--- src/verilog/trap_pkg.sv ---
package trap_pkg;

    // LoongArch ecodes, plus two internal markers
    typedef enum logic [6:0] {
        INT        = 7'h00,
        PIF        = 7'h03,
        ADEF       = 7'h08,
        ALE        = 7'h09,
        SYS        = 7'h0b,
        BRK        = 7'h0c,
        INE        = 7'h0d,
        ERTN_DUMMY = 7'h7e,
        EXC_NOP    = 7'h7f
    } excode_e;

    typedef enum logic [13:0] {
        CRMD   = 14'h000,
        PRMD   = 14'h001,
        ECFG   = 14'h004,
        ESTAT  = 14'h005,
        ERA    = 14'h006,
        EENTRY = 14'h00c
    } csr_addr_e;

    localparam int STALL_W = 7;

    // bit k holds stage k and everything in front of it
    localparam int STALL_PC       = 0;
    localparam int STALL_ICACHE   = 1;
    localparam int STALL_IBUF     = 2;
    localparam int STALL_ID       = 3;
    localparam int STALL_DISPATCH = 4;
    localparam int STALL_EX       = 5;
    localparam int STALL_MEM      = 6;

    localparam logic [31:0] BUBBLE_PC = 32'hfc; // pc of an inserted bubble

    typedef struct packed {
        logic pause_if;
        logic pause_id;
        logic pause_dispatch;
        logic pause_ex;
        logic pause_mem;
    } pause_req_t;

    typedef struct packed {
        logic [31:0]     pc;
        logic [5:0]      is_exception;    // one flag per detecting stage
        logic [5:0][6:0] exception_cause;
        logic [31:0]     exception_addr;
        logic            is_ertn;
        logic            is_idle;
    } mem_trap_t;

    typedef struct packed {
        logic        en;
        csr_addr_e   addr;
        logic [31:0] data;
    } csr_wr_t;

endpackage

--- src/verilog/ctrl_csr_if.sv ---
interface ctrl_csr_if
    import trap_pkg::*;
();

    // csr state seen by the controller
    logic [31:0] era;
    logic [31:0] eentry;
    logic [11:0] ecfg_lie;
    logic [11:0] estat_is;
    logic        crmd_ie;

    // trap event back to the csr block
    logic        is_exception;
    logic        is_ertn;
    excode_e     exception_cause;
    logic [31:0] exception_pc;
    logic [31:0] exception_addr;

    modport csr (
        output era, eentry, ecfg_lie, estat_is, crmd_ie,
        input  is_exception, is_ertn, exception_cause, exception_pc, exception_addr
    );

    modport ctrl (
        input  era, eentry, ecfg_lie, estat_is, crmd_ie,
        output is_exception, is_ertn, exception_cause, exception_pc, exception_addr
    );

endinterface

--- src/verilog/fetch_pc.sv ---
module fetch_pc
    import trap_pkg::*;
#(
    parameter logic [31:0] RESET_PC = 32'h1c00_0000
) (
    input  logic               clk,
    input  logic               arst_n_i,

    input  logic [STALL_W-1:0] stall_i,
    input  logic               flush_i,
    input  logic [31:0]        new_pc_i,

    output logic [31:0]        pc_o
);

    logic [31:0] pc_q;
    logic [31:0] pc_next;

    // flush beats a stall
    always_comb begin
        if (flush_i) begin
            pc_next = new_pc_i;
        end
        else if (stall_i[STALL_PC]) begin
            pc_next = pc_q;
        end
        else begin
            pc_next = pc_q + 32'd8; // two-instruction fetch group
        end
    end

    always_ff @(posedge clk or negedge arst_n_i) begin
        if (!arst_n_i) begin
            pc_q <= RESET_PC;
        end
        else begin
            pc_q <= pc_next;
        end
    end

    assign pc_o = pc_q;

endmodule

--- src/verilog/trap_csr.sv ---
module trap_csr
    import trap_pkg::*;
(
    input  logic        clk,
    input  logic        arst_n_i,

    input  csr_wr_t     wb_wr_i,
    input  logic [7:0]  hw_int_i,

    input  csr_addr_e   raddr_i,
    output logic [31:0] rdata_o,

    ctrl_csr_if.csr     master
);

    logic [8:0]  crmd_q;        // plv, ie, da, pg, datf, datm
    logic [2:0]  prmd_q;        // pplv, pie
    logic [11:0] ecfg_lie_q;    // lie[12:11] and lie[9:0] packed together
    logic [11:0] estat_is_q;    // same packing as lie
    logic [5:0]  estat_ecode_q;
    logic [31:0] era_q;
    logic [31:0] eentry_q;

    logic [6:0]  cause;
    logic        wr_crmd;
    logic        wr_prmd;
    logic        ie_cur;
    logic        pie_cur;

    assign cause = master.exception_cause;

    assign wr_crmd = wb_wr_i.en && (wb_wr_i.addr == CRMD);
    assign wr_prmd = wb_wr_i.en && (wb_wr_i.addr == PRMD);

    // the write-back instruction is older than the trapping one
    assign ie_cur  = wr_crmd ? wb_wr_i.data[2] : crmd_q[2];
    assign pie_cur = wr_prmd ? wb_wr_i.data[2] : prmd_q[2];

    always_ff @(posedge clk or negedge arst_n_i) begin
        if (!arst_n_i) begin
            crmd_q        <= '0;
            prmd_q        <= '0;
            ecfg_lie_q    <= '0;
            estat_is_q    <= '0;
            estat_ecode_q <= '0;
            era_q         <= '0;
            eentry_q      <= '0;
        end
        else begin
            estat_is_q[9:2] <= hw_int_i; // hw lines, resampled every cycle

            if (wb_wr_i.en) begin
                case (wb_wr_i.addr)
                    CRMD:   crmd_q     <= wb_wr_i.data[8:0];
                    PRMD:   prmd_q     <= wb_wr_i.data[2:0];
                    ECFG:   ecfg_lie_q <= {wb_wr_i.data[12:11], wb_wr_i.data[9:0]};
                    ESTAT: begin
                        estat_is_q[1:0]   <= wb_wr_i.data[1:0];
                        estat_is_q[11:10] <= wb_wr_i.data[12:11];
                    end
                    ERA:    era_q      <= wb_wr_i.data;
                    EENTRY: eentry_q   <= wb_wr_i.data;
                    default: ;
                endcase
            end

            // trap fields override a same-cycle write
            if (master.is_exception) begin
                era_q         <= master.exception_pc;
                estat_ecode_q <= cause[5:0];
                prmd_q[2]     <= ie_cur;
                crmd_q[2]     <= 1'b0;
            end
            else if (master.is_ertn) begin
                crmd_q[2] <= pie_cur;
            end
        end
    end

    assign master.era      = era_q;
    assign master.eentry   = eentry_q;
    assign master.ecfg_lie = ecfg_lie_q;
    assign master.estat_is = estat_is_q;
    assign master.crmd_ie  = crmd_q[2];

    always_comb begin
        case (raddr_i)
            CRMD:   rdata_o = {23'b0, crmd_q};
            PRMD:   rdata_o = {29'b0, prmd_q};
            ECFG:   rdata_o = {19'b0, ecfg_lie_q[11:10], 1'b0, ecfg_lie_q[9:0]};
            ESTAT: begin
                // esubcode not kept, reads as zero
                rdata_o = {10'b0, estat_ecode_q, 3'b0,
                           estat_is_q[11:10], 1'b0, estat_is_q[9:0]};
            end
            ERA:    rdata_o = era_q;
            EENTRY: rdata_o = eentry_q;
            default: rdata_o = 32'h0;
        endcase
    end

endmodule

--- src/verilog/trap_ctrl.sv ---
module trap_ctrl
    import trap_pkg::*;
(
    input  pause_req_t         pause_req_i,
    input  mem_trap_t          mem_i,
    input  csr_wr_t            wb_wr_i,
    input  logic               continue_idle_i,

    ctrl_csr_if.ctrl           master,

    output logic [STALL_W-1:0] stall_o,
    output logic               flush_o,
    output logic [31:0]        new_pc_o,
    output logic               is_interrupt_o,
    output logic               send_inst1_en_o
);

    logic [31:0] era_cur;
    logic [31:0] eentry_cur;
    logic [11:0] lie_cur;
    logic [11:0] is_cur;
    logic        ie_cur;

    logic        valid;
    logic        exc_valid;
    logic        ertn_valid;
    logic [11:0] int_vec;
    logic        pause_idle;

    // forward a csr write from write-back in the same cycle
    always_comb begin
        era_cur    = master.era;
        eentry_cur = master.eentry;
        lie_cur    = master.ecfg_lie;
        is_cur     = master.estat_is;
        ie_cur     = master.crmd_ie;
        if (wb_wr_i.en) begin
            case (wb_wr_i.addr)
                ERA:    era_cur    = wb_wr_i.data;
                EENTRY: eentry_cur = wb_wr_i.data;
                ECFG:   lie_cur    = {wb_wr_i.data[12:11], wb_wr_i.data[9:0]};
                ESTAT: begin
                    is_cur[1:0]   = wb_wr_i.data[1:0];   // hw bits stay as sampled
                    is_cur[11:10] = wb_wr_i.data[12:11];
                end
                CRMD:   ie_cur     = wb_wr_i.data[2];
                default: ;
            endcase
        end
    end

    assign valid      = (mem_i.pc != BUBBLE_PC);
    assign exc_valid  = valid && (mem_i.is_exception != '0);
    assign ertn_valid = valid && mem_i.is_ertn && !exc_valid;

    // highest set flag picks the cause
    always_comb begin
        master.exception_cause = EXC_NOP;
        if (exc_valid) begin
            for (int k = 0; k < 6; k++) begin
                if (mem_i.is_exception[k]) begin
                    master.exception_cause = excode_e'(mem_i.exception_cause[k]);
                end
            end
        end
    end

    assign master.is_exception   = exc_valid;
    assign master.is_ertn        = ertn_valid;
    assign master.exception_pc   = mem_i.pc;
    assign master.exception_addr = mem_i.exception_addr;

    assign flush_o  = exc_valid || ertn_valid;
    assign new_pc_o = ertn_valid ? era_cur : eentry_cur;

    assign int_vec        = ie_cur ? (lie_cur & is_cur) : 12'b0;
    assign is_interrupt_o = (int_vec != 12'b0);

    // idle waits here until something wakes it
    assign pause_idle = mem_i.is_idle && !is_interrupt_o && !continue_idle_i;

    always_comb begin
        stall_o = '0;
        if (pause_req_i.pause_if) begin
            stall_o[STALL_PC] = 1'b1;
        end
        else if (pause_req_i.pause_id) begin
            stall_o[STALL_ID:STALL_PC] = '1;
        end
        else if (pause_req_i.pause_dispatch) begin
            stall_o[STALL_DISPATCH:STALL_PC] = '1;
        end
        else if (pause_req_i.pause_ex) begin
            stall_o[STALL_EX:STALL_PC] = '1;
        end
        else if (pause_req_i.pause_mem || pause_idle) begin
            stall_o[STALL_MEM:STALL_PC] = '1;
        end
    end

    assign send_inst1_en_o = !stall_o[STALL_IBUF]; // second slot held with the buffer

endmodule

--- src/verilog/trap_unit.sv ---
module trap_unit
    import trap_pkg::*;
#(
    parameter logic [31:0] RESET_PC = 32'h1c00_0000
) (
    input  logic               clk,
    input  logic               arst_n_i,

    input  logic               pause_if_i,
    input  logic               pause_id_i,
    input  logic               pause_dispatch_i,
    input  logic               pause_ex_i,
    input  logic               pause_mem_i,

    input  logic [31:0]        mem_pc_i,
    input  logic [5:0]         mem_is_exception_i,
    input  logic [5:0][6:0]    mem_exception_cause_i,
    input  logic [31:0]        mem_exception_addr_i,
    input  logic               mem_is_ertn_i,
    input  logic               mem_is_idle_i,

    input  logic               continue_idle_i,
    input  logic [7:0]         hw_int_i,

    input  logic               wb_csr_we_i,
    input  logic [13:0]        wb_csr_addr_i,
    input  logic [31:0]        wb_csr_wdata_i,

    input  logic [13:0]        csr_raddr_i,

    output logic [STALL_W-1:0] pause_o,
    output logic               flush_o,
    output logic [31:0]        new_pc_o,
    output logic               is_interrupt_o,
    output logic               send_inst1_en_o,
    output logic [31:0]        pc_o,
    output logic [31:0]        csr_rdata_o
);

    pause_req_t pause_req;
    mem_trap_t  mem_trap;
    csr_wr_t    wb_wr;

    assign pause_req = '{
        pause_if:       pause_if_i,
        pause_id:       pause_id_i,
        pause_dispatch: pause_dispatch_i,
        pause_ex:       pause_ex_i,
        pause_mem:      pause_mem_i
    };

    assign mem_trap = '{
        pc:              mem_pc_i,
        is_exception:    mem_is_exception_i,
        exception_cause: mem_exception_cause_i,
        exception_addr:  mem_exception_addr_i,
        is_ertn:         mem_is_ertn_i,
        is_idle:         mem_is_idle_i
    };

    assign wb_wr = '{en: wb_csr_we_i, addr: csr_addr_e'(wb_csr_addr_i), data: wb_csr_wdata_i};

    ctrl_csr_if ctrl_csr ();

    trap_csr u_csr (
        .clk      (clk),
        .arst_n_i (arst_n_i),
        .wb_wr_i  (wb_wr),
        .hw_int_i (hw_int_i),
        .raddr_i  (csr_addr_e'(csr_raddr_i)),
        .rdata_o  (csr_rdata_o),
        .master   (ctrl_csr)
    );

    trap_ctrl u_ctrl (
        .pause_req_i     (pause_req),
        .mem_i           (mem_trap),
        .wb_wr_i         (wb_wr),
        .continue_idle_i (continue_idle_i),
        .master          (ctrl_csr),
        .stall_o         (pause_o),
        .flush_o         (flush_o),
        .new_pc_o        (new_pc_o),
        .is_interrupt_o  (is_interrupt_o),
        .send_inst1_en_o (send_inst1_en_o)
    );

    fetch_pc #(
        .RESET_PC (RESET_PC)
    ) u_fetch_pc (
        .clk      (clk),
        .arst_n_i (arst_n_i),
        .stall_i  (pause_o),
        .flush_i  (flush_o),
        .new_pc_i (new_pc_o),
        .pc_o     (pc_o)
    );

endmodule
--- config.mk ---
export PLATFORM = sky130hd
export DESIGN_NAME = trap_unit
export DESIGN_NICKNAME = d
export VERILOG_FILES = /design/src/verilog/trap_pkg.sv /design/src/verilog/ctrl_csr_if.sv /design/src/verilog/fetch_pc.sv /design/src/verilog/trap_csr.sv /design/src/verilog/trap_ctrl.sv /design/src/verilog/trap_unit.sv
export SDC_FILE = /design/constraint.sdc
export NUM_CORES = 1
export LEC_CHECK = 0
export BUFFER_PORTS_ARGS = -buffer_cell sky130_fd_sc_hd__buf_2
export CAP_MARGIN = 15
export CORE_AREA = 2 2 149 122
export CTS_BUF_LIST = sky130_fd_sc_hd__clkbuf_8
export DETAILED_ROUTE_END_ITERATION = 7
export DIE_AREA = 0 0 151 124
export PLACE_DENSITY = 0.92
export SYNTH_ARGS = -nofsm -noshare
export SYNTH_HDL_FRONTEND = slang
export SYNTH_HIERARCHICAL = 1
export SYNTH_SLANG_ARGS = --single-unit
--- constraint.sdc ---
create_clock -name clk -period 4.05 [get_ports clk]
set_input_delay 0.6075 -clock clk [delete_from_list [all_inputs] [get_ports clk]]
set_output_delay 0.6075 -clock clk [all_outputs]
set_load 0.005 [all_outputs]
==> flow_metrics.tcl <==
set metrics [dict create \
    p_clk_share_pct 38.0 \
    report.final.setup_viol 0 \
    min_path_type "in -> async" \
    cp-startpoint "wb_csr_addr_i[6]" \
    finClkSkew_ps 10.84 \
    placed_area_um2 10140 \
    p_sw_share_pct 26.80 \
    chipHeight_um 124 \
    routedWlPerCell_um 20.97 \
    syn_inst 881 \
    rrSetupSlack_ps 830 \
    htreeDepth 4 \
    slowest_stage "or4_4" \
    final_common_cell "buf_2" \
    numCtsBuffers 17 \
    hold_viol_final 0 \
    cpPeakStageDelay_ps 560 \
    drt_first_pass_iters 8 \
    ctsHoldBuffers 0 \
    p_sw_mw 0.7499 \
    diodes 0 \
    pre_cts_ws_ps -428.5 \
    io_pins 297 \
    max_cap_viol_count 0 \
    grt_pass1_vias 7921 \
    intPower_mw 2.048 \
    drcViolationCount 6 \
    critical_path.cell_chain "buf_2, or4_4, buf_4, nor4_4, buf_12, mux2_4, a2111oi_2, a31oi_4, o21ai_2, buf_4, and3b_2, buf_2" \
    rsz0062_at_grt "yes" \
    violations "design-rule violations" \
    worst_slew_pin_slew_ps 1019 \
    grt_pass1_wl_um 42550 \
    die_area_um2 18720 \
    postLayoutCoreUtil_pct 61.53 \
    period_share_pct 98.78 \
    critPathCaptureType "primary output" \
    fin_crit_ps 4001 \
    cts_max_path_buffers 2 \
    peakVddDrop_uv 198.5 \
    worstPathRequired_ps 3440 \
    gp_congestion 0.9730 \
    fmax_mhz 250.0 \
    grt_overflow 0 \
    p_total_mw 2.798 \
    synth_nets 1073 \
    cts_tree "yes" \
    wirelength_um 28260 \
    grt_usage_pct 30.08 \
    final_cell_mix "buf_2 (257), dfrtp_1 (135), nand2_1 (100), o21ai_0 (71), mux2_2 (63)" \
    nFillCells 1403 \
    synth.avg_cell_area_um2 9.811 \
    p_leak_nw 5.342 \
    start_kind "input pin" \
    pwr_density_cell_nw_per_um2 265.8 \
    status "finished, violations left" \
    finalWorstSetupSlack_ps 49.33 \
    num_rows 43 \
    drt-initial-drc-count 759 \
    grt_antenna_before_repair 0 \
    drive_gt1_share_pct 38.82 \
    arrival_ps 3390 \
    grt_start_max_net_pins 98 \
    fin_nets 1302 \
    coreArea_um2 17110 \
    cp_num_buf_inv 5 \
    netlist_area_um2 8643 \
    drv_slew 0 \
    finish.instance_area_um2 10530 \
    setup_tns_ps 0 \
    vias 8299 \
    max_slew_margin_pct 31.93 \
    r2r-start "u_csr/master.ecfg_lie[1]" \
    drt-vias-per-instance 6.157 \
    cts.sink_count 138 \
    dp_hpwl_um 20190 \
    ys.warnings.count 6 \
    critPathMaxFanout 5 \
    fp.dieW_um 151 \
    combPwrFrac_pct 10.6 \
    crit_type "in -> out" \
    crit_family "simple AND/OR/NAND/NOR gates" \
    root_buffer "clkbuf_8" \
    pwr-share-seq_pct 51.4 \
    antenna_left 0 \
    clk_latency_ps 450 \
    start_util_pct 50.52 \
    portBuffers 258 \
    clkSlewWorstSetupHoldPaths_ps 70 \
    syn_to_final_growth_pct 21.80 \
]
## flip-flops by register name (all words and copies together) (netlist names)
| signal | flops |
|---|---|
| u_csr/estat_ecode_q | 6 |
| u_fetch_pc/pc_o | 32 |
| u_csr/master.eentry | 32 |
| u_csr/crmd_q | 9 |
| u_csr/master.estat_is | 12 |
| u_csr/master.era | 32 |
| u_csr/master.ecfg_lie | 12 |
| u_csr/prmd_q | 3 |
## power by group through the flow
stage / Clock [mW] / Combinational (mW) / Sequential, mW
3_5_place_dp: 0 / 0.293 / 1.46
5_1_grt: 1.14 / 0.327 / 1.44
4_1_cts: 1.08 / 0.296 / 1.44
6_report: 1.06 / 0.296 / 1.44
3_3_place_gp: 0 / 0.284 / 1.46
2_1_floorplan: 0 / 0.138 / 1.46
## per-layer routing
metal  global-route usage [%]  vias to the layer above  wire length [um]  share of wire, %
met3                    9.084                       63              3161                11
li1                         -                     3720                 -                 -
met2                    46.88                      510             12840                45
met5                        0                        -                 0                 0
met4                    11.74                        0               775               2.7
met1                    39.57                     4006             11490                41
## area by class of cell
cell class | instances | area [um2] | share of cell area (%)
inverters | 24 | 90.09 | 0.8557
clock buffers | 19 | 261.5 | 2.484
well taps | 225 | 281.5 | 2.674
multi-input cells | 629 | 4671 | 44.37
repair buffers | 300 | 1663 | 15.80
flip-flops and latches | 138 | 3457 | 32.84
clock inverters | 13 | 103.9 | 0.9865
## path summary, 6_finish.rpt
| kind | endpoint | cells past startpoint |
|---|---|---|
| max in group asynchronous | u_csr/master.eentry[0] | 2 |
| worst max-delay path | pause_o[5] | 12 |
| worst min register to register | u_fetch_pc/pc_o[1] | 1 |
| worst min-delay path | u_fetch_pc/pc_o[25] | 1 |
| min in group clk | u_csr/master.estat_is[9] | 1 |
| worst max register to register | u_fetch_pc/pc_o[22] | 12 |
## timing repair
action | in CTS | in global routing
endpoints found under the setup margin | 0 | 16
resized for setup | 0 | 4
buffers inserted | 0 | 0
hold endpoints to repair | 0 | 0
## per-stage QoR
| stage | hold WS (ps) | cells |
|---|---|---|
| after detailed placement | 492.8 | 1316 |
| after global placement | 486.8 | 1316 |
| after global routing | 225.1 | 1348 |
| after CTS | 230.8 | 1348 |
| final | 251.2 | 1348 |
| after floorplan | 311.9 | 881 |
(Power assumes the default switching activity.)
